--- config.mk ---
export PLATFORM = sky130hd
export DESIGN_NAME = glb_bank
export DESIGN_NICKNAME = d
export VERILOG_FILES = /design/src/verilog/glb_pkg.sv /design/src/verilog/glb_bank.sv
export SDC_FILE = /design/constraint.sdc
export NUM_CORES = 2
export LEC_CHECK = 0
export ABC_AREA = 1
export CORE_MARGIN = 1
export CORE_UTILIZATION = 45
export DETAILED_ROUTE_END_ITERATION = 8
export DONT_BUFFER_PORTS = 1
export SKIP_LAST_GASP = 1
export SLEW_MARGIN = 10
export SYNTH_ARGS = -nofsm -noshare
export SYNTH_HDL_FRONTEND = slang
export SYNTH_SLANG_ARGS = --single-unit
--- constraint.sdc ---
create_clock -name clk -period 2.3 [get_ports clk]
set_input_delay 0.46 -clock clk [delete_from_list [all_inputs] [get_ports clk]]
set_output_delay 0.46 -clock clk [all_outputs]
set_load 0.05 [all_outputs]
--- src/verilog/glb_pkg.sv ---
// Global buffer geometry constants
package glb_pkg;

    // Default geometry.
    // Banks sit side by side in the global address map.
    // The bank index occupies the upper address bits.

    // Number of banks, a power of two.
    localparam int GLB_NUM_BANKS = 4;

    // Width of one bank word in bits.
    localparam int GLB_BANK_DATA_WIDTH = 64;

    // Word offset inside a bank.
    // Six bits give 64 words per bank.
    localparam int GLB_BANK_ADDR_WIDTH = 6;

    // Pipeline latencies.
    // Counted in clock edges from the sampled request.

    // Bank read enable to valid bank read data.
    // One registered read stage in the bank.
    localparam int GLB_BANK_RD_LATENCY = 1;

    // SoC read request to valid SoC read data.
    // Bank stage plus one return register in the interface.
    localparam int GLB_HOST_RD_LATENCY = 2;

    // Writes land one edge after the request.
    // A read right behind a write to the same word sees old data.
    // Two or more cycles later it sees the new word.

    // No back-pressure anywhere.
    // Every request is taken in the cycle it is presented.

endpackage
--- src/verilog/glb_bank.sv ---
// Global buffer storage bank
module glb_bank #(
    parameter int BANK_DATA_WIDTH = glb_pkg::GLB_BANK_DATA_WIDTH,
    parameter int BANK_ADDR_WIDTH = glb_pkg::GLB_BANK_ADDR_WIDTH
) (
    input  logic                       clk,
    input  logic                       reset,

    // Write port.
    input  logic                       wr_en,
    input  logic [BANK_ADDR_WIDTH-1:0] wr_addr,
    input  logic [BANK_DATA_WIDTH-1:0] wr_data,

    // Read port.
    input  logic                       rd_en,
    input  logic [BANK_ADDR_WIDTH-1:0] rd_addr,
    output logic [BANK_DATA_WIDTH-1:0] rd_data
);
    import glb_pkg::*;

    // Words per bank.
    localparam int BANK_DEPTH = 1 << BANK_ADDR_WIDTH;

    // Word storage.
    logic [BANK_DATA_WIDTH-1:0] mem [BANK_DEPTH];

    // Read stages.
    // Stage 0 is the read register, any later ones retime it.
    logic [BANK_DATA_WIDTH-1:0] rd_pipe [GLB_BANK_RD_LATENCY];

    // Write on enable.
    // Contents survive reset.
    always_ff @(posedge clk) begin
        if (wr_en) begin
            mem[wr_addr] <= wr_data;
        end
    end

    // Read register.
    // Loads on rd_en, holds otherwise.
    // Nonblocking update gives old data on a same-edge write.
    always_ff @(posedge clk or posedge reset) begin
        if (reset) begin
            for (int s = 0; s < GLB_BANK_RD_LATENCY; s++) begin
                rd_pipe[s] <= '0;
            end
        end else begin
            if (rd_en) begin
                rd_pipe[0] <= mem[rd_addr];
            end
            for (int s = 1; s < GLB_BANK_RD_LATENCY; s++) begin
                rd_pipe[s] <= rd_pipe[s-1];
            end
        end
    end

    // Last stage drives the port.
    assign rd_data = rd_pipe[GLB_BANK_RD_LATENCY-1];

endmodule

## Word level (Yosys, flattened, before mapping)

Memories as Yosys holds them, arrays and structs flattened. A register that Yosys moved wholly into a read port is not among the register bits.
Index checks and enable logic that the tools add are counted.

- Bits in writable memories: 4,096
- Bits in registers: 0
- Word-level logic and storage cells: 3
- Memories kept: 1
- Bits of input ports: 80
- Output and inout port bits: 64

Memory list:

| memory | words | width | rd ports | clocked after Yosys merged registers in | wr ports | RTL line | RTL |
|---|---|---|---|---|---|---|---|
| mem | 64 | 64 | 1 | 1 | 1 | glb_bank.sv:25 | `logic [BANK_DATA_WIDTH-1:0] mem [BANK_DEPTH];` |

- Mux-type cells: 2

Operator list:

| operator | count |
|---|---|
| $mux W1 | 2 |

## Depth between registers and ports, before layout

- Depth in word-level cells: 2
- Depth in mapped cells: 13
- Depth with buffers taken out: 9

## Worst setup path before layout

Ideal clock, no wire load.

- Path type: input to register
- From: input port wr_en
- To: memory mem[48][0] (netlist bit) (enable)
- Buffers on the path: 1
- Stages on the path: 3
- Arrival time: 7.096 ns
- Library setup time: 0.646 ns
- Path slack: -5.442 ns
- Required time: 1.654 ns
- Path through: clkbuf_1 -> nand4_1 -> nor4_1

- Cells in the longest elaborated chain, start to end: 2

Ends and longest elaborated chain:

| element | RTL line | RTL |
|---|---|---|
| start, declared | glb_bank.sv:10 | `input logic wr_en,` |
| $mux W1 | glb_bank.sv:34 | `if (wr_en) begin` |
| $mux W1 (implied by the code) | glb_bank.sv:35 | `mem[wr_addr] <= wr_data;` |
| end, declared | glb_bank.sv:25 |  |

Every way passes these cells.

==> out/metrics.yaml <==
fin_cells: 19033
track_usage_pct: 26.4
reg2reg_slack_ns: 0.14
nets: 13799
fill_cells: 30439
cts_buffers: 423
wire_per_inst_um: 27.2
r2r_start: "mem[63][24]$_DFFE_PP_"
violations: "slew limit, setup timing"
dp.final_hpwl_mm: 255
power_density_mw_per_mm2: 846
fin_skew_ns: 0.0548
globalRoute.totalOverflow: 0
p_sw_mw: 37.0
slew_viol_final: 200
synth-seq-area-share_pct: 74.8
min_path_cells: 4
worstPathArrival_ns: 3.56
comb_power_share_pct: 6.0
yosys.area.top_type: "edfxtp_1"
clock-sinks: 4160
core_mm2: 0.369
crit_fanout: 200
cts_tree: "done"
pin_count: 144
clkTransAtPathRegs_ns: 0.06
grt_start_max_net_pins: 1026
required_ns: 3.22
slew-limit-headroom_pct: -30.8
rows: 223
dr.pass1.iters: 7
ys_ff_latch: 4160
critPathKind: "input pin to flip-flop"
yosys.area.top_type_share_pct: 73.9
status: "finished with violations"
finalHoldViolations: 0
layout_common_cells: "nand2_1, edfxtp_1, nand3_1, clkbuf_16, buf_12"
vias: 110120
root_buffer: "clkbuf_16"
clockBufferDepth: 4
p_int_mw: 127
die_h_um: 610
max_freq_mhz: 379
portBuffers: 0
dp.cells: 18044
synth.distinct_cells: 17
netlist_top_cells_area: "edfxtp_1, nand3_1, nand2_1, buf_2, buf_6"
swShare_pct: 22.6
min_from: "rd_addr[4]"
final_layout_size_suffix_gt1_share_pct: 9.76
syn_to_final_growth_pct: 16.5
fin_crit_ns: 2.64
synthCells: 13420
place_congestion: 0.802
drtIter0Drc: 14031
dieArea_mm2: 0.372
routed_via_density: 5.79
max_cap_viol_count: 0
grt_pass1_vias: 103399
initial_core_util_pct: 45.2
min_path_type: "input pin to flip-flop"
startpoint_type: "input pin"
setup_slack_ns: -0.336
antenna_found_initial: 1
p_seq_share_pct: 51.6
r2r_cells: 10
syn_area_mm2: 0.167
endpoint_kind: "flip-flop"
mostFrequentLayoutCell: "nand2_1"
syn_nets: 13500
clkPwrFrac_pct: 42.3
avgSynthCellArea_um2: 12.4
clock_latency_ns: 1.00
whs_ns: 0.0555
die_width_um: 610
drc: 0
wirelength_mm: 519
tightestPinTransition_ns: 1.96
p_leak_nw: 68.1
synth-warning-count: 0
ant_nets: 0
critPathLaunch: "rd_addr[0]"
grt_first_pass_wirelength_mm: 727
final_util_pct: 52.6
htreeDepth: 5
setup_violations: 31
worst_ir_drop_vdd_mv: 0.664
period_share_pct: 115
rsz0062_at_grt: "true"
state kept, by name, indices dropped and copies added (netlist names):
register,cells
mem,4096
rd_data,64
Yosys cell counts, drive strengths merged:
master  instances
inv            14
dfrtp          64
nand3        4039
clkbuf        132
nor2           56
nor4            8
buf           778
edfxtp       4096
nand2        4224
nand4           9
cell families (layout without fill, tap and decap cells):
group,after synthesis,count (layout),synth area share [%]
buf+inv,924,1585,3.32
flops,4160,4160,74.8
other cells,0,2,0
simple gates,8336,8336,21.9
power groups by stage:
| stage | Combinational [mW] | Clock (mW) | Sequential [mW] |
|---|---|---|---|
| 2_1_floorplan | 5.40 | 0 | 86.3 |
| 3_3_place_gp | 7.29 | 0 | 86.3 |
| 3_5_place_dp | 7.33 | 0 | 86.4 |
| 4_1_cts | 9.04 | 70.1 | 84.7 |
| 5_1_grt | 10.6 | 73.0 | 84.8 |
| 6_report | 9.87 | 69.5 | 84.7 |
metal layers:
metal  vias up  global-route usage [%]  wire [um]
li1      48811                       -          -
met1     54954                    36.3     207000
met2      5490                    43.7     248000
met3       865                    3.50      44300
met4         0                    8.74      18800
met5         -                       0          0
worst max-delay path, stage by stage:
cell and delay, ns:
buf_16 0.47, inv_16 0.16, buf_12 0.27, buf_16 0.24
nand2_1 0.07, nand3_1 0.08, nand3_1 0.12, nand3_1 0.12
nand3_1 0.14, nand3_1 0.15, nand3_1 0.13, dlygate4sd3_1 0.62
nand2_1 0.07
what timing repair did:
item,in CTS,in global routing
buffers inserted,0,2
gates resized for setup,4,7
hold endpoints to repair,4430,51
setup endpoints to repair,47,64
hold buffers,149,6
gates cloned,10,28
path summary, 6_finish.rpt:
check,end
min reg2reg,rd_data[55]$_DFFE_PP0P_
max reg2reg,rd_data[24]$_DFFE_PP0P_
max in group asynchronous,rd_data[56]$_DFFE_PP0P_
min,rd_data[57]$_DFFE_PP0P_
min in group asynchronous,rd_data[52]$_DFFE_PP0P_
max,rd_data[12]$_DFFE_PP0P_
cell type report:
class,instances,area [um2],share of cell area (%)
flip-flops and latches,4160,125000,64.2
multi-input cells,8336,36900,19.0
repair buffers,784,12200,6.29
well taps,4950,6190,3.19
clock buffers,549,11400,5.89
clock inverters,238,2540,1.31
inverters,14,118,0.0606
diodes,2,5.00,0.00258
through the flow:
stage	total power, mW	cell area, um2	TNS, ns	worst slack (ns)
floorplan	91.7	167000	-5735.92	-1.68
global placement	93.6	176000	-91.38	-2.66
detailed placement	93.7	176000	-92.67	-2.67
CTS	164	193000	0	0.00892
global route	168	194000	-0.0315	-0.0291
finish	164	194000	-4.25	-0.336
Note: power is estimated with default switching activity, not from simulation.
