--- config.mk ---
export PLATFORM = sky130hd
export DESIGN_NAME = host_bank_interface
export DESIGN_NICKNAME = d
export VERILOG_FILES = /design/src/verilog/glb_pkg.sv /design/src/verilog/host_bank_interface.sv
export SDC_FILE = /design/constraint.sdc
export NUM_CORES = 1
export LEC_CHECK = 0
export ABC_AREA = 1
export BUFFER_PORTS_ARGS = -buffer_cell sky130_fd_sc_hd__buf_2
export CAP_MARGIN = 5
export CORE_AREA = 5 5 277 279
export DETAILED_ROUTE_END_ITERATION = 10
export DIE_AREA = 0 0 282 284
export PLACE_DENSITY = 0.49
export SYNTH_ARGS = -nofsm -noshare
export SYNTH_HDL_FRONTEND = slang
export SYNTH_SLANG_ARGS = --single-unit
--- constraint.sdc ---
create_clock -name clk -period 29.7 [get_ports clk]
set_input_delay 7.425 -clock clk [delete_from_list [all_inputs] [get_ports clk]]
set_output_delay 7.425 -clock clk [all_outputs]
set_load 0.02 [all_outputs]
--- src/verilog/glb_pkg.sv ---
// Global buffer geometry constants
package glb_pkg;

    // Default geometry.
    // Banks sit side by side in the global address map.
    // The bank index occupies the upper address bits.

    // Number of banks, a power of two.
    localparam int GLB_NUM_BANKS = 4;

    // Width of one bank word in bits.
    localparam int GLB_BANK_DATA_WIDTH = 64;

    // Word offset inside a bank.
    // Six bits give 64 words per bank.
    localparam int GLB_BANK_ADDR_WIDTH = 6;

    // Pipeline latencies.
    // Counted in clock edges from the sampled request.

    // Bank read enable to valid bank read data.
    // One registered read stage in the bank.
    localparam int GLB_BANK_RD_LATENCY = 1;

    // SoC read request to valid SoC read data.
    // Bank stage plus one return register in the interface.
    localparam int GLB_HOST_RD_LATENCY = 2;

    // Writes land one edge after the request.
    // A read right behind a write to the same word sees old data.
    // Two or more cycles later it sees the new word.

    // No back-pressure anywhere.
    // Every request is taken in the cycle it is presented.

endpackage
--- src/verilog/host_bank_interface.sv ---
// SoC port to bank array interface
module host_bank_interface #(
    parameter int NUM_BANKS = glb_pkg::GLB_NUM_BANKS,
    parameter int BANK_DATA_WIDTH = glb_pkg::GLB_BANK_DATA_WIDTH,
    parameter int BANK_ADDR_WIDTH = glb_pkg::GLB_BANK_ADDR_WIDTH,
    localparam int BANK_SEL_WIDTH = $clog2(NUM_BANKS),
    localparam int GLB_ADDR_WIDTH = BANK_SEL_WIDTH + BANK_ADDR_WIDTH
) (
    input  logic                       clk,
    input  logic                       reset,

    // SoC write request.
    input  logic                       soc_port_wr_en,
    input  logic [GLB_ADDR_WIDTH-1:0]  soc_port_wr_addr,
    input  logic [BANK_DATA_WIDTH-1:0] soc_port_wr_data,

    // SoC read request and return.
    input  logic                       soc_port_rd_en,
    input  logic [GLB_ADDR_WIDTH-1:0]  soc_port_rd_addr,
    output logic [BANK_DATA_WIDTH-1:0] soc_port_rd_data,
    output logic                       soc_port_rd_data_valid,

    // Per-bank write links.
    output logic                       host_wr_en   [NUM_BANKS-1:0],
    output logic [BANK_DATA_WIDTH-1:0] host_wr_data [NUM_BANKS-1:0],
    output logic [BANK_ADDR_WIDTH-1:0] host_wr_addr [NUM_BANKS-1:0],

    // Per-bank read links.
    output logic                       host_rd_en   [NUM_BANKS-1:0],
    input  logic [BANK_DATA_WIDTH-1:0] host_rd_data [NUM_BANKS-1:0],
    output logic [BANK_ADDR_WIDTH-1:0] host_rd_addr [NUM_BANKS-1:0]
);
    import glb_pkg::*;

    // Last stage of the read tag pipeline.
    localparam int RD_TAG_LAST = GLB_HOST_RD_LATENCY - 1;

    // Write side.
    logic [BANK_SEL_WIDTH-1:0]  wr_bank_sel;
    logic                       wr_en_dec [NUM_BANKS-1:0];
    logic                       wr_en_q   [NUM_BANKS-1:0];
    logic [BANK_ADDR_WIDTH-1:0] wr_addr_q;
    logic [BANK_DATA_WIDTH-1:0] wr_data_q;

    // Read side.
    logic [BANK_SEL_WIDTH-1:0]  rd_bank_sel;
    logic [BANK_SEL_WIDTH-1:0]  rd_sel_pipe [GLB_HOST_RD_LATENCY];
    logic [RD_TAG_LAST:0]       rd_valid_pipe;
    logic [BANK_DATA_WIDTH-1:0] rd_data_q [NUM_BANKS-1:0];

    // Bank index from the upper address bits.
    assign wr_bank_sel = soc_port_wr_addr[BANK_ADDR_WIDTH +: BANK_SEL_WIDTH];
    assign rd_bank_sel = soc_port_rd_addr[BANK_ADDR_WIDTH +: BANK_SEL_WIDTH];

    // One-hot write decode.
    always_comb begin
        for (int i = 0; i < NUM_BANKS; i++) begin
            wr_en_dec[i] = soc_port_wr_en && (wr_bank_sel == BANK_SEL_WIDTH'(i));
        end
    end

    // Write pipeline stage.
    // Enables clear on reset, offset and data load only on a write.
    always_ff @(posedge clk or posedge reset) begin
        if (reset) begin
            for (int i = 0; i < NUM_BANKS; i++) begin
                wr_en_q[i] <= 1'b0;
            end
            wr_addr_q <= '0;
            wr_data_q <= '0;
        end else begin
            for (int i = 0; i < NUM_BANKS; i++) begin
                wr_en_q[i] <= wr_en_dec[i];
            end
            if (soc_port_wr_en) begin
                wr_addr_q <= soc_port_wr_addr[BANK_ADDR_WIDTH-1:0];
                wr_data_q <= soc_port_wr_data;
            end
        end
    end

    // Offset and data fan out to all banks.
    // Only the enabled bank stores.
    always_comb begin
        for (int i = 0; i < NUM_BANKS; i++) begin
            host_wr_en[i]   = wr_en_q[i];
            host_wr_addr[i] = wr_addr_q;
            host_wr_data[i] = wr_data_q;
        end
    end

    // Read enables go straight to the banks.
    // The bank register provides the first cycle of latency.
    always_comb begin
        for (int i = 0; i < NUM_BANKS; i++) begin
            host_rd_en[i]   = soc_port_rd_en && (rd_bank_sel == BANK_SEL_WIDTH'(i));
            host_rd_addr[i] = soc_port_rd_addr[BANK_ADDR_WIDTH-1:0];
        end
    end

    // Bank index and valid travel alongside the data.
    // Stage 0 lines up with the bank output, the last with the return register.
    always_ff @(posedge clk or posedge reset) begin
        if (reset) begin
            for (int s = 0; s < GLB_HOST_RD_LATENCY; s++) begin
                rd_sel_pipe[s] <= '0;
            end
            rd_valid_pipe <= '0;
        end else begin
            rd_sel_pipe[0] <= rd_bank_sel;
            for (int s = 1; s < GLB_HOST_RD_LATENCY; s++) begin
                rd_sel_pipe[s] <= rd_sel_pipe[s-1];
            end
            rd_valid_pipe <= {rd_valid_pipe[RD_TAG_LAST-1:0], soc_port_rd_en};
        end
    end

    // Return register on every bank output.
    // Keeps the wide output mux off the bank read path.
    always_ff @(posedge clk or posedge reset) begin
        if (reset) begin
            for (int i = 0; i < NUM_BANKS; i++) begin
                rd_data_q[i] <= '0;
            end
        end else begin
            for (int i = 0; i < NUM_BANKS; i++) begin
                rd_data_q[i] <= host_rd_data[i];
            end
        end
    end

    // Select the tagged bank.
    assign soc_port_rd_data       = rd_data_q[rd_sel_pipe[RD_TAG_LAST]];
    assign soc_port_rd_data_valid = rd_valid_pipe[RD_TAG_LAST];

endmodule

After elaboration in Yosys (flattened, before gate mapping)
Cells that the tools add are included.
- register bits: 336
- bits in latches: 0
- bits in writable memories: 0
- memory bits (read-only): 0
- bits of input ports: 340
- word-level logic and storage cells: 32
- memories kept: 0
- add/sub/neg operators: 0
- multipliers: 0
- div/mod/pow operators: 0
- order comparisons: 1
- equality and inequality tests: 6
- shift operators: 0
- muxes and demuxes: 2
- bitwise operators: 0
- reduce and logical (&&, ||, !) cells: 10
- operator list (kind ; number):
    binary-select mux 64 bit (select 2 bit) ; 1
    two-way mux 64 bit ; 1
    equality test 2 bit (second input constant) ; 4
    logical AND 1 bit ; 8
    equality test 2 x 1 -> 1 bit (second input constant) ; 2
    zero test 2 bit ; 2
    < comparator 2 x 3 -> 1 bit (second input constant) ; 1

Depth between registers and ports, before layout
Gate-level depths: netlist of the first run.
- depth in word-level cells: 2
- mapped depth: 6
- mapped depth without buffers: 4

Least setup slack after synthesis of the first run
No wires, ideal clock.
- path type: input to output
- from: input soc_port_rd_addr[7]
- to: output host_rd_en[3] (netlist bit)
- data arrival time: 7.962 ns
- setup slack: 14.313 ns
- stages: 2
- path through: inv_1 -> nor3_1
- RTL lines (item ; RTL line ; text):
    start, declared ; host_bank_interface.sv:19 ; input logic [GLB_ADDR_WIDTH-1:0] soc_port_rd_addr,
    end, declared ; host_bank_interface.sv:29 ; output logic host_rd_en [NUM_BANKS-1:0],

==> results of run 1 <==
[synthesized netlist by cell type]
library cell  instances
buf_2                23
buf_4               239
buf_6                18
clkbuf_1             11
dfrtp_1             336
inv_1               262
inv_2                 3
nand2_1             530
nand3_1             128
nor3_1                8
[cell type report]
type	instances	area, sq um
inverters	265	1010
repair buffers	697	3520
flip-flops and latches	336	8420
diodes	11	27.5
clock inverters	13	133
multi-input cells	666	2670
clock buffers	61	1210
fillers	8088	55800
well taps	969	1210
[per-layer routing]
metal  part of all wire [%]  vias up  track usage [%]  wire length [um]
met5                  0.087        -                0                46
met4                    4.0        6             5.17              2130
met3                    9.6      104             3.98              5080
met2                     50      455             21.5             26200
met1                     36     5119             14.0             19200
li1                       -     5218                -                 -
[critical path, stage by stage]
cell	delay [ns]
buf_2	0.11
inv_1	0.06
nor3_1	0.31
buf_2	0.24
[registers in the layout, indices dropped and copies added (netlist names)]
| signal | cells |
|---|---|
| wr_data_q | 64 |
| rd_sel_pipe | 4 |
| rd_data_q | 256 |
| rd_valid_pipe | 2 |
| wr_addr_q | 6 |
| host_wr_en | 4 |
[worst max path at each step]
stage                                   start             to  slack [ns]  cells past startpoint
final                     soc_port_rd_addr[7]  host_rd_en[2]       14.13                      4
after global routing      soc_port_rd_addr[7]  host_rd_en[2]       14.08                      4
after CTS                 soc_port_rd_addr[7]  host_rd_en[2]       14.05                      4
after detailed placement  soc_port_rd_addr[7]  host_rd_en[2]       14.06                      4
after global placement    soc_port_rd_addr[7]  host_rd_en[2]       14.05                      4
after floorplan                         reset  host_wr_en[0]       12.97                      1
[cells by family (layout without fill, tap and decap cells)]
| logic type | after synthesis | after routing | synth area share [%] |
|---|---|---|---|
| AND/OR/NAND/NOR | 666 | 666 | 18.8 |
| buffers and inverters | 556 | 1036 | 22.1 |
| flip-flops | 336 | 336 | 59.1 |
| other | 0 | 11 | 0 |
[stage by stage]
stage	power [mW]	setup WS [ns]	area (sq um)	hold slack, ns
after floorplan	0.652	12.97	14200	0.331
after global placement	0.706	14.05	16800	0.358
after detailed placement	0.708	14.06	16800	0.336
after CTS	1.22	14.05	18200	0.362
after global routing	1.25	14.08	18200	0.370
final	1.19	14.13	18200	0.356
[power groups by stage]
stage	clock network [mW]	registers [mW]	logic, mW
detailed placement	0	0.520	0.188
floorplan	0	0.517	0.135
CTS	0.517	0.511	0.189
finish	0.495	0.510	0.183
global route	0.535	0.514	0.201
global placement	0	0.519	0.187
[cells in the final DEF (no fill, tap or decap)]
cell type | synthesis | routed
inv_6 | 0 | 2
nor3_1 | 8 | 8
inv_4 | 0 | 1
dfrtp_1 | 336 | 334
inv_2 | 3 | 1
clkbuf_1 | 11 | 8
clkinvlp_4 | 0 | 4
buf_2 | 23 | 686
diode_2 | 0 | 11
nand3_1 | 128 | 128
clkinv_2 | 0 | 6
buf_4 | 239 | 11
inv_8 | 0 | 1
bufinv_16 | 0 | 1
clkbuf_8 | 0 | 13
nand2_1 | 530 | 530
dfrtp_4 | 0 | 2
clkinv_16 | 0 | 1
inv_1 | 262 | 261
clkbuf_16 | 0 | 40
==> run_results.csv, run 1 <==
group,metric,value,unit
sta,setup_viol,0,
sta,finalHoldViolCount,0,
detailed_routing,viasPerCell,3.61,
floorplanning,coreArea,0.0739,sq mm
worst_setup_path,criticalPathCategory,"input port to output port",
clock_tree,cts_repair_resize_count,0,
pwr,p_sw_share,29.7,%
clock_tree,clk_pin_slew,0.06,ns
pwr,switching_power,353,uW
grt,grt_max_degree,118,
min_path,hold_class,"flip-flop to flip-flop",
clock_tree,cts_tree,"yes",
pwr,vdd_ir_drop_max,0.0428,mV
grt,grt_pass1_wl,73300,um
min_path,hp-start,"rd_valid_pipe[0]",
min_path,holdPathEnd,"rd_valid_pipe[1]",
synth,synth.top_cells.by_area,"dfrtp_1 59%, nand2_1 14%, buf_4 13%",
worst_setup_path,path_max_fanout,4,
pwr,p_int,836,uW
worst_setup_path,cp.arrival,8.15,ns
sta,fin_skew,0.000383,ns
grt,grt.total_usage,12.4,%
pwr,power_frac_seq,42.9,%
worst_setup_path,cp.required,22.27,ns
detailed_routing,drt-total-wl,52700,um
final_layout,drive_gt1_share,37.7,%
sta,min_period,15.57,ns
synth,synth_largest_area_cell,"dfrtp_1",
detailed_routing,route.vias.total,10900,
floorplanning,dieArea,0.0801,sq mm
synth,syn_nets,1898,
sta,relSlewSlack,37.6,%
clock_tree,cts_max_path_buffers,3,
sta,fmax,64.2,MHz
final_layout,stdcell_count,3018,
grt,grt-ovfl-total,0,
synth,yosysWarnings,0,
pwr,comb_power_share,15.4,%
placed_design,portBuffers,686,
final_layout,nNetsFinal,2346,
sta,drv_slew,0,
worst_setup_path,rrSetupSlack,28.76,ns
clock_tree,clock_sinks,336,
detailed_routing,drc,0,
synth,synth.distinct_cells,10,
worst_setup_path,startpoint_type,"input port",
sta,rsz0062_at_grt,"no",
sta,tightest_slew,0.936,ns
sta,tns,0,ns
grt,antenna_found_initial,16,
pwr,p_clk_share,41.6,%
worst_setup_path,r2r_end,"wr_data_q[9]",
min_path,holdPathStages,0,
floorplanning,die_y,284,um
detailed_routing,wl_per_cell,17.5,um
clock_tree,numCtsBuffers,40,
floorplanning,rows,100,
worst_setup_path,r2r_cells,2,
run,maxCapViolations,0,
final_layout,area_delta_synth_final,27.9,%
placed_design,dp_cells,2933,
clock_tree,htreeDepth,2,
detailed_routing,drt-initial-drc-count,383,
placed_design,routabilityCongestion,0.807,
clock_tree,cts_root_buf,"clkbuf_16",
floorplanning,initial_core_util,19.2,%
synth,synth_top_area_share,59.1,%
clock_tree,cts_hold_buf,0,
outcome,status,"completed",
detailed_routing,drt_first_pass_iters,4,
synth,yosysSeqAreaShare,59.1,%
final_layout,final_util,24.6,%
pwr,p_leak,10.6,nW
synth,synth.avg_cell_area,9.13,sq um
synth,ys_seq_elements,336,
sta,finalCritPeriodShare,52.4,%
pwr,p_per_area,65.4,mW/mm^2
clock_tree,cts_setup_buffers,0,
synth,synthCells,1558,
detailed_routing,final_antenna_net_count,0,
placed_design,hpwl,39400,um
worst_setup_path,cp-end-kind,"output port",
floorplanning,dieWidth,282,um
floorplanning,ioPinCount,717,
worst_setup_path,r2r_start,"wr_data_q[9]",
grt,first_global_vias,10900,
clock_tree,clk_latency,0.55,ns
synth,synthesis.area,0.0142,sq mm
Note: power is estimated with default switching activity, not from simulation.
==> inputs of run 2 (changes only) <==
CORE_AREA = 5 5 273 275   (was 5 5 277 279)
DIE_AREA = 0 0 278 280   (was 0 0 282 284)
PLACE_DENSITY = 0.5   (was 0.49)
clock period = 15.4 ns   (was 29.7 ns; I/O delays follow)
==> run_results.csv, run 2 (synthesis gave the netlist of run 1 again) <==
group,metric,value,unit
clock_tree,clock_sinks,336,
sta,tns,0,ns
final_layout,stdcell_count,3000,
run,maxCapViolations,0,
sta,finalCritPeriodShare,53.5,%
worst_setup_path,r2r_cells,2,
sta,fmax,121,MHz
clock_tree,clk_pin_slew,0.05,ns
clock_tree,clk_latency,0.55,ns
final_layout,final_common_cell,"buf_2",
detailed_routing,drt_first_pass_iters,5,
grt,first_global_vias,11000,
detailed_routing,viasPerCell,3.60,
final_layout,largest_register_ffs,256,
placed_design,hpwl,39700,um
detailed_routing,dr_wl_met3,4240,um
sta,finalHoldViolCount,0,
worst_setup_path,path_common_cell,"buf_2",
sta,drv_slew,0,
outcome,status,"completed",
floorplanning,ioPinCount,717,
sta,setup_viol,0,
final_layout,drive_gt1_share,37.8,%
grt,grt_pass1_wl,74900,um
floorplanning,dieWidth,278,um
worst_setup_path,path_depth,4,
detailed_routing,final_antenna_net_count,0,
min_path,hold_class,"flip-flop to flip-flop",
placed_design,placed_cell_area,0.0168,sq mm
placed_design,portBuffers,686,
worst_setup_path,criticalPathCategory,"input port to output port",
sta,relSlewSlack,34.8,%
final_layout,largestRegisters,"rd_data_q: 256 flops, wr_data_q: 64 flops, wr_addr_q: 6 flops",
sta,tightest_slew,0.978,ns
clock_tree,cts_root_buf,"clkbuf_16",
worst_setup_path,rrSetupSlack,14.54,ns
pwr,p_leak,10.6,nW
sta,min_period,8.24,ns
pwr,finalPower,2.31,mW
detailed_routing,wl_per_cell,17.7,um
grt,antenna_found_initial,17,
worst_setup_path,critPathMaxStageDelay,0.19,ns
final_layout,final_cell_mix,"686 x buf_2, 530 x nand2_1, 334 x dfrtp_1",
detailed_routing,drt-total-wl,53200,um
detailed_routing,drt-initial-drc-count,530,
clock_tree,cts_max_path_buffers,3,
detailed_routing,dr_wl_met2,26800,um
floorplanning,dieArea,0.0778,sq mm
placed_design,dp_cells,2922,
clock_tree,cts_hold_buf,0,
worst_setup_path,cp-end-kind,"output port",
grt,grt-ovfl-total,0,
worst_setup_path,path_max_fanout,4,
sta,whs,0.350,ns
floorplanning,initial_core_util,19.7,%
final_layout,nNetsFinal,2345,
worst_setup_path,crit_family,"buffers and inverters",
worst_setup_path,cp.arrival,4.39,ns
worst_setup_path,cp.required,11.55,ns
grt,grt.total_usage,13.0,%
grt,grt_max_degree,147,
pwr,vdd_ir_drop_max,0.0759,mV
final_layout,largest_register,"rd_data_q",
final_layout,final_cell_area,0.0182,sq mm
detailed_routing,drc,0,
worst_setup_path,slowest_stage,"buf_2",
pwr,p_per_area,127,mW/mm^2
floorplanning,die_y,280,um
clock_tree,cts_setup_buffers,0,
detailed_routing,route.vias.total,10800,
worst_setup_path,path_cells,"buf_2 -> inv_1 -> nor3_1 -> buf_2",
clock_tree,cts_repair_resize_count,0,
clock_tree,numCtsBuffers,40,
final_layout,area_delta_synth_final,27.8,%
detailed_routing,m1WireLength,20100,um
clock_tree,cts_tree,"yes",
sta,fin_skew,0.000649,ns
min_path,holdPathStages,0,
clock_tree,htreeDepth,2,
detailed_routing,top_layer,"met5",
floorplanning,coreArea,0.0721,sq mm
worst_setup_path,path_buf_inv,3,
floorplanning,rows,99,
sta,rsz0062_at_grt,"no",
worst_setup_path,startpoint_type,"input port",
placed_design,routabilityCongestion,0.887,
## run 2: cell types whose count changed in the layout (fill, tap and decap cells not counted), sizes merged
cell	previous run	this run
inv	266	265
clkinvlp	4	3
bufinv	1	4
clkinv	7	11
buf	697	696
diode	11	6
clkbuf	61	54
## run 2: power breakdown
group / internal [mW] / switching, mW / total [mW]
clock: 0.589 / 0.387 / 0.977
sequential: 0.934 / 0.0465 / 0.981
combinational: 0.115 / 0.242 / 0.357
total: 1.64 / 0.676 / 2.31
## run 2: metal layers
metal,vias to the layer above,global-route usage [%]
met2,447,22.9
met5,-,0
met1,5023,14.9
met4,18,5.20
met3,111,4.02
li1,5211,-
## run 2: final timing paths
check | start | endpoint
worst max-delay path | soc_port_rd_addr[7] | host_rd_en[3]
worst min-delay path | rd_valid_pipe[0] | rd_valid_pipe[1]
worst max register to register | wr_data_q[9] | wr_data_q[9]
worst min register to register | rd_valid_pipe[0] | rd_valid_pipe[1]
max in group asynchronous | reset | rd_data_q[207]
min in group asynchronous | reset | rd_data_q[53]
## run 2: cell type report
type / count / area, sq um
fillers: 7888 / 53900
flip-flops and latches: 336 / 8420
repair buffers: 696 / 3520
multi-input cells: 666 / 2670
well taps: 959 / 1200
clock buffers: 54 / 1140
inverters: 265 / 1010
clock inverters: 18 / 216
diodes: 6 / 15.0
## run 2: per-stage QoR
step | utilization [%] | setup slack (ns)
2_1_floorplan | - | 2.24
3_3_place_gp | 23.3 | 7.17
3_5_place_dp | 23.3 | 7.16
4_1_cts | 25.2 | 7.16
5_1_grt | 25.2 | 7.09
6_report | 25.2 | 7.16
==> inputs of run 3 (changes only) <==
ABC_AREA = 0   (was 1)
CORE_AREA = 5 5 279 281   (was 5 5 273 275)
DIE_AREA = 0 0 284 286   (was 0 0 278 280)
PLACE_DENSITY = 0.47   (was 0.5)
clock period = 8.06 ns   (was 15.4 ns; I/O delays follow)
==> run_results.csv, run 3 <==
group,metric,value,unit
worst_setup_path,path_cells,"buf_2 -> nor3b_1 -> buf_2",
sta,finalCritPeriodShare,60.8,%
grt,first_global_vias,8842,
synth,synthCells,735,
run,maxCapViolations,0,
clock_tree,cts_setup_buffers,0,
synth,syn_nets,1075,
grt,grt.met1_usage,11.8,%
clock_tree,htreeDepth,2,
clock_tree,clk_latency,0.55,ns
clock_tree,cts_root_buf,"clkbuf_16",
worst_setup_path,path_max_fanout,5,
sta,fin_ws,3.16,ns
worst_setup_path,critPathMaxStageDelay,0.40,ns
grt,antenna_found_initial,13,
clock_tree,cts_hold_buf,0,
final_layout,final_cell_mix,"685 x buf_2, 334 x dfrtp_1, 70 x mux2_2",
pwr,p_leak,8.13,nW
clock_tree,numCtsBuffers,41,
placed_design,dp_slack,3.07,ns
floorplanning,initial_core_util,16.9,%
floorplanning,dieArea,0.0812,sq mm
synth,synth_largest_area_cell,"dfrtp_1",
worst_setup_path,startpoint_type,"input port",
sta,rsz0062_at_grt,"no",
clock_tree,cts_repair_resize_count,0,
final_layout,area_delta_synth_final,33.3,%
placed_design,routabilityCongestion,0.791,
detailed_routing,drt-total-wl,42100,um
sta,tightest_slew,0.994,ns
worst_setup_path,slowest_stage,"nor3b_1",
final_layout,largestRegisters,"rd_data_q: 256 flops, wr_data_q: 64 flops, wr_addr_q: 6 flops",
worst_setup_path,criticalPathCategory,"input port to output port",
worst_setup_path,cp.required,6.05,ns
synth,synthFlopType,"dfrtp_1",
placed_design,portBuffers,686,
synth,yosysSeqAreaShare,66.3,%
grt,top_usage_layer,"met2",
synth,postSynth.asyncResetShare,100,%
placed_design,dp_cells,2150,
floorplanning,die_y,286,um
grt,grt.total_usage,9.95,%
synth,synth.avg_cell_area,17.3,sq um
clock_tree,cts_tree,"yes",
synth,synth_top_area_share,66.3,%
outcome,status,"completed",
grt,met3_usage,3.39,%
clock_tree,clk_pin_slew,0.05,ns
detailed_routing,drt_first_pass_iters,4,
grt,met2_usage,17.1,%
final_layout,largest_register_ffs,256,
synth,synth_commonest_cells,"336 x dfrtp_1, 234 x buf_4, 70 x mux2_2",
sta,relSlewSlack,33.8,%
synth,ys_seq_elements,336,
sta,fmax,204,MHz
final_layout,nFillCells,8034,
sta,tns,0,ns
pwr,vdd_ir_drop_max,0.112,mV
grt,grt_pass1_wl,60600,um
sta,finalHoldViolCount,0,
floorplanning,rows,101,
synth,yosysWarnings,0,
placed_design,hpwl,32400,um
worst_setup_path,path_common_cell,"buf_2",
clock_tree,clock_sinks,336,
final_layout,largest_register,"rd_data_q",
sta,min_period,4.90,ns
final_layout,drive_gt1_share,71.7,%
detailed_routing,final_antenna_net_count,0,
detailed_routing,route.vias.total,7639,
floorplanning,ioPinCount,717,
sta,fin_skew,0.000326,ns
min_path,hold_class,"flip-flop to flip-flop",
sta,setup_viol,0,
synth,synthesis.area,0.0127,sq mm
sta,drv_slew,0,
detailed_routing,drc,0,
final_layout,final_common_cell,"buf_2",
final_layout,stdcell_count,2231,
pwr,finalPower,4.46,mW
pwr,p_per_area,264,mW/mm^2
floorplanning,dieWidth,284,um
clock_tree,cts_max_path_buffers,3,
worst_setup_path,cp.arrival,2.89,ns
sta,whs,0.350,ns
grt,grt-ovfl-total,0,
worst_setup_path,cp-end-kind,"output port",
detailed_routing,drt-initial-drc-count,220,
synth,yosysMostFrequentCell,"dfrtp_1",
detailed_routing,wl_per_cell,18.9,um
synth,synth_edf_count,0,
synth,synth.distinct_cells,13,
grt,grt_max_degree,162,
synth,synth.top_cells.by_area,"dfrtp_1 66%, buf_4 14%, mux4_2 11%",
final_layout,nNetsFinal,1555,
detailed_routing,viasPerCell,3.42,
floorplanning,coreArea,0.0752,sq mm
worst_setup_path,path_buf_inv,2,
worst_setup_path,crit_family,"buffers and inverters",
-- run 3: layer usage --
layer	up-vias	share of wire, %
li1	3245	-
met1	3874	39
met2	446	50
met3	72	8.5
met4	2	2.3
met5	-	0.031
-- run 3: power by group --
part / switching (mW) / internal (mW) / total, mW
sequential: 0.0864 / 1.79 / 1.88
clock: 0.747 / 1.17 / 1.92
combinational: 0.407 / 0.257 / 0.664
total: 1.24 / 3.22 / 4.46
-- run 3: stage by stage --
| step | utilization [%] | cell area (sq um) |
|---|---|---|
| floorplan | - | 12700 |
| global placement | 20.6 | 15500 |
| detailed placement | 20.6 | 15500 |
| CTS | 22.5 | 16900 |
| global route | 22.5 | 16900 |
| finish | 22.5 | 16900 |
-- run 3: path summary, 6_finish.rpt --
| check | cells past startpoint | slack [ns] | endpoint | from |
|---|---|---|---|---|
| min in group asynchronous | 2 | 1.57 | rd_data_q[237] | reset |
| hold reg to reg | 0 | 0.35 | rd_sel_pipe[0] | rd_sel_pipe[2] |
| setup / recovery | 3 | 3.16 | host_rd_en[0] | soc_port_rd_en |
| setup reg to reg | 1 | 7.12 | wr_data_q[48] | wr_data_q[48] |
| max in group asynchronous | 3 | 5.11 | rd_data_q[35] | reset |
| hold / removal | 0 | 0.35 | rd_sel_pipe[0] | rd_sel_pipe[2] |
-- run 3: cells by family after synthesis --
| kind of cell | synth area share, % |
|---|---|
| DFF | 66.3 |
| and+or+nand+nor | 0.493 |
| buffers and inverters | 15.5 |
| muxes | 17.7 |
-- run 3: area by class of cell --
class / instances / area (sq um) / share of cell area, %
timing repair buffer: 693 / 3510 / 20.8
inverter: 1 / 7.51 / 0.0444
clock buffer: 58 / 1200 / 7.11
antenna: 6 / 15.0 / 0.0888
sequential: 336 / 8420 / 49.8
multi-input combinational: 142 / 2310 / 13.7
clock inverter: 17 / 219 / 1.30
tap: 978 / 1220 / 7.24
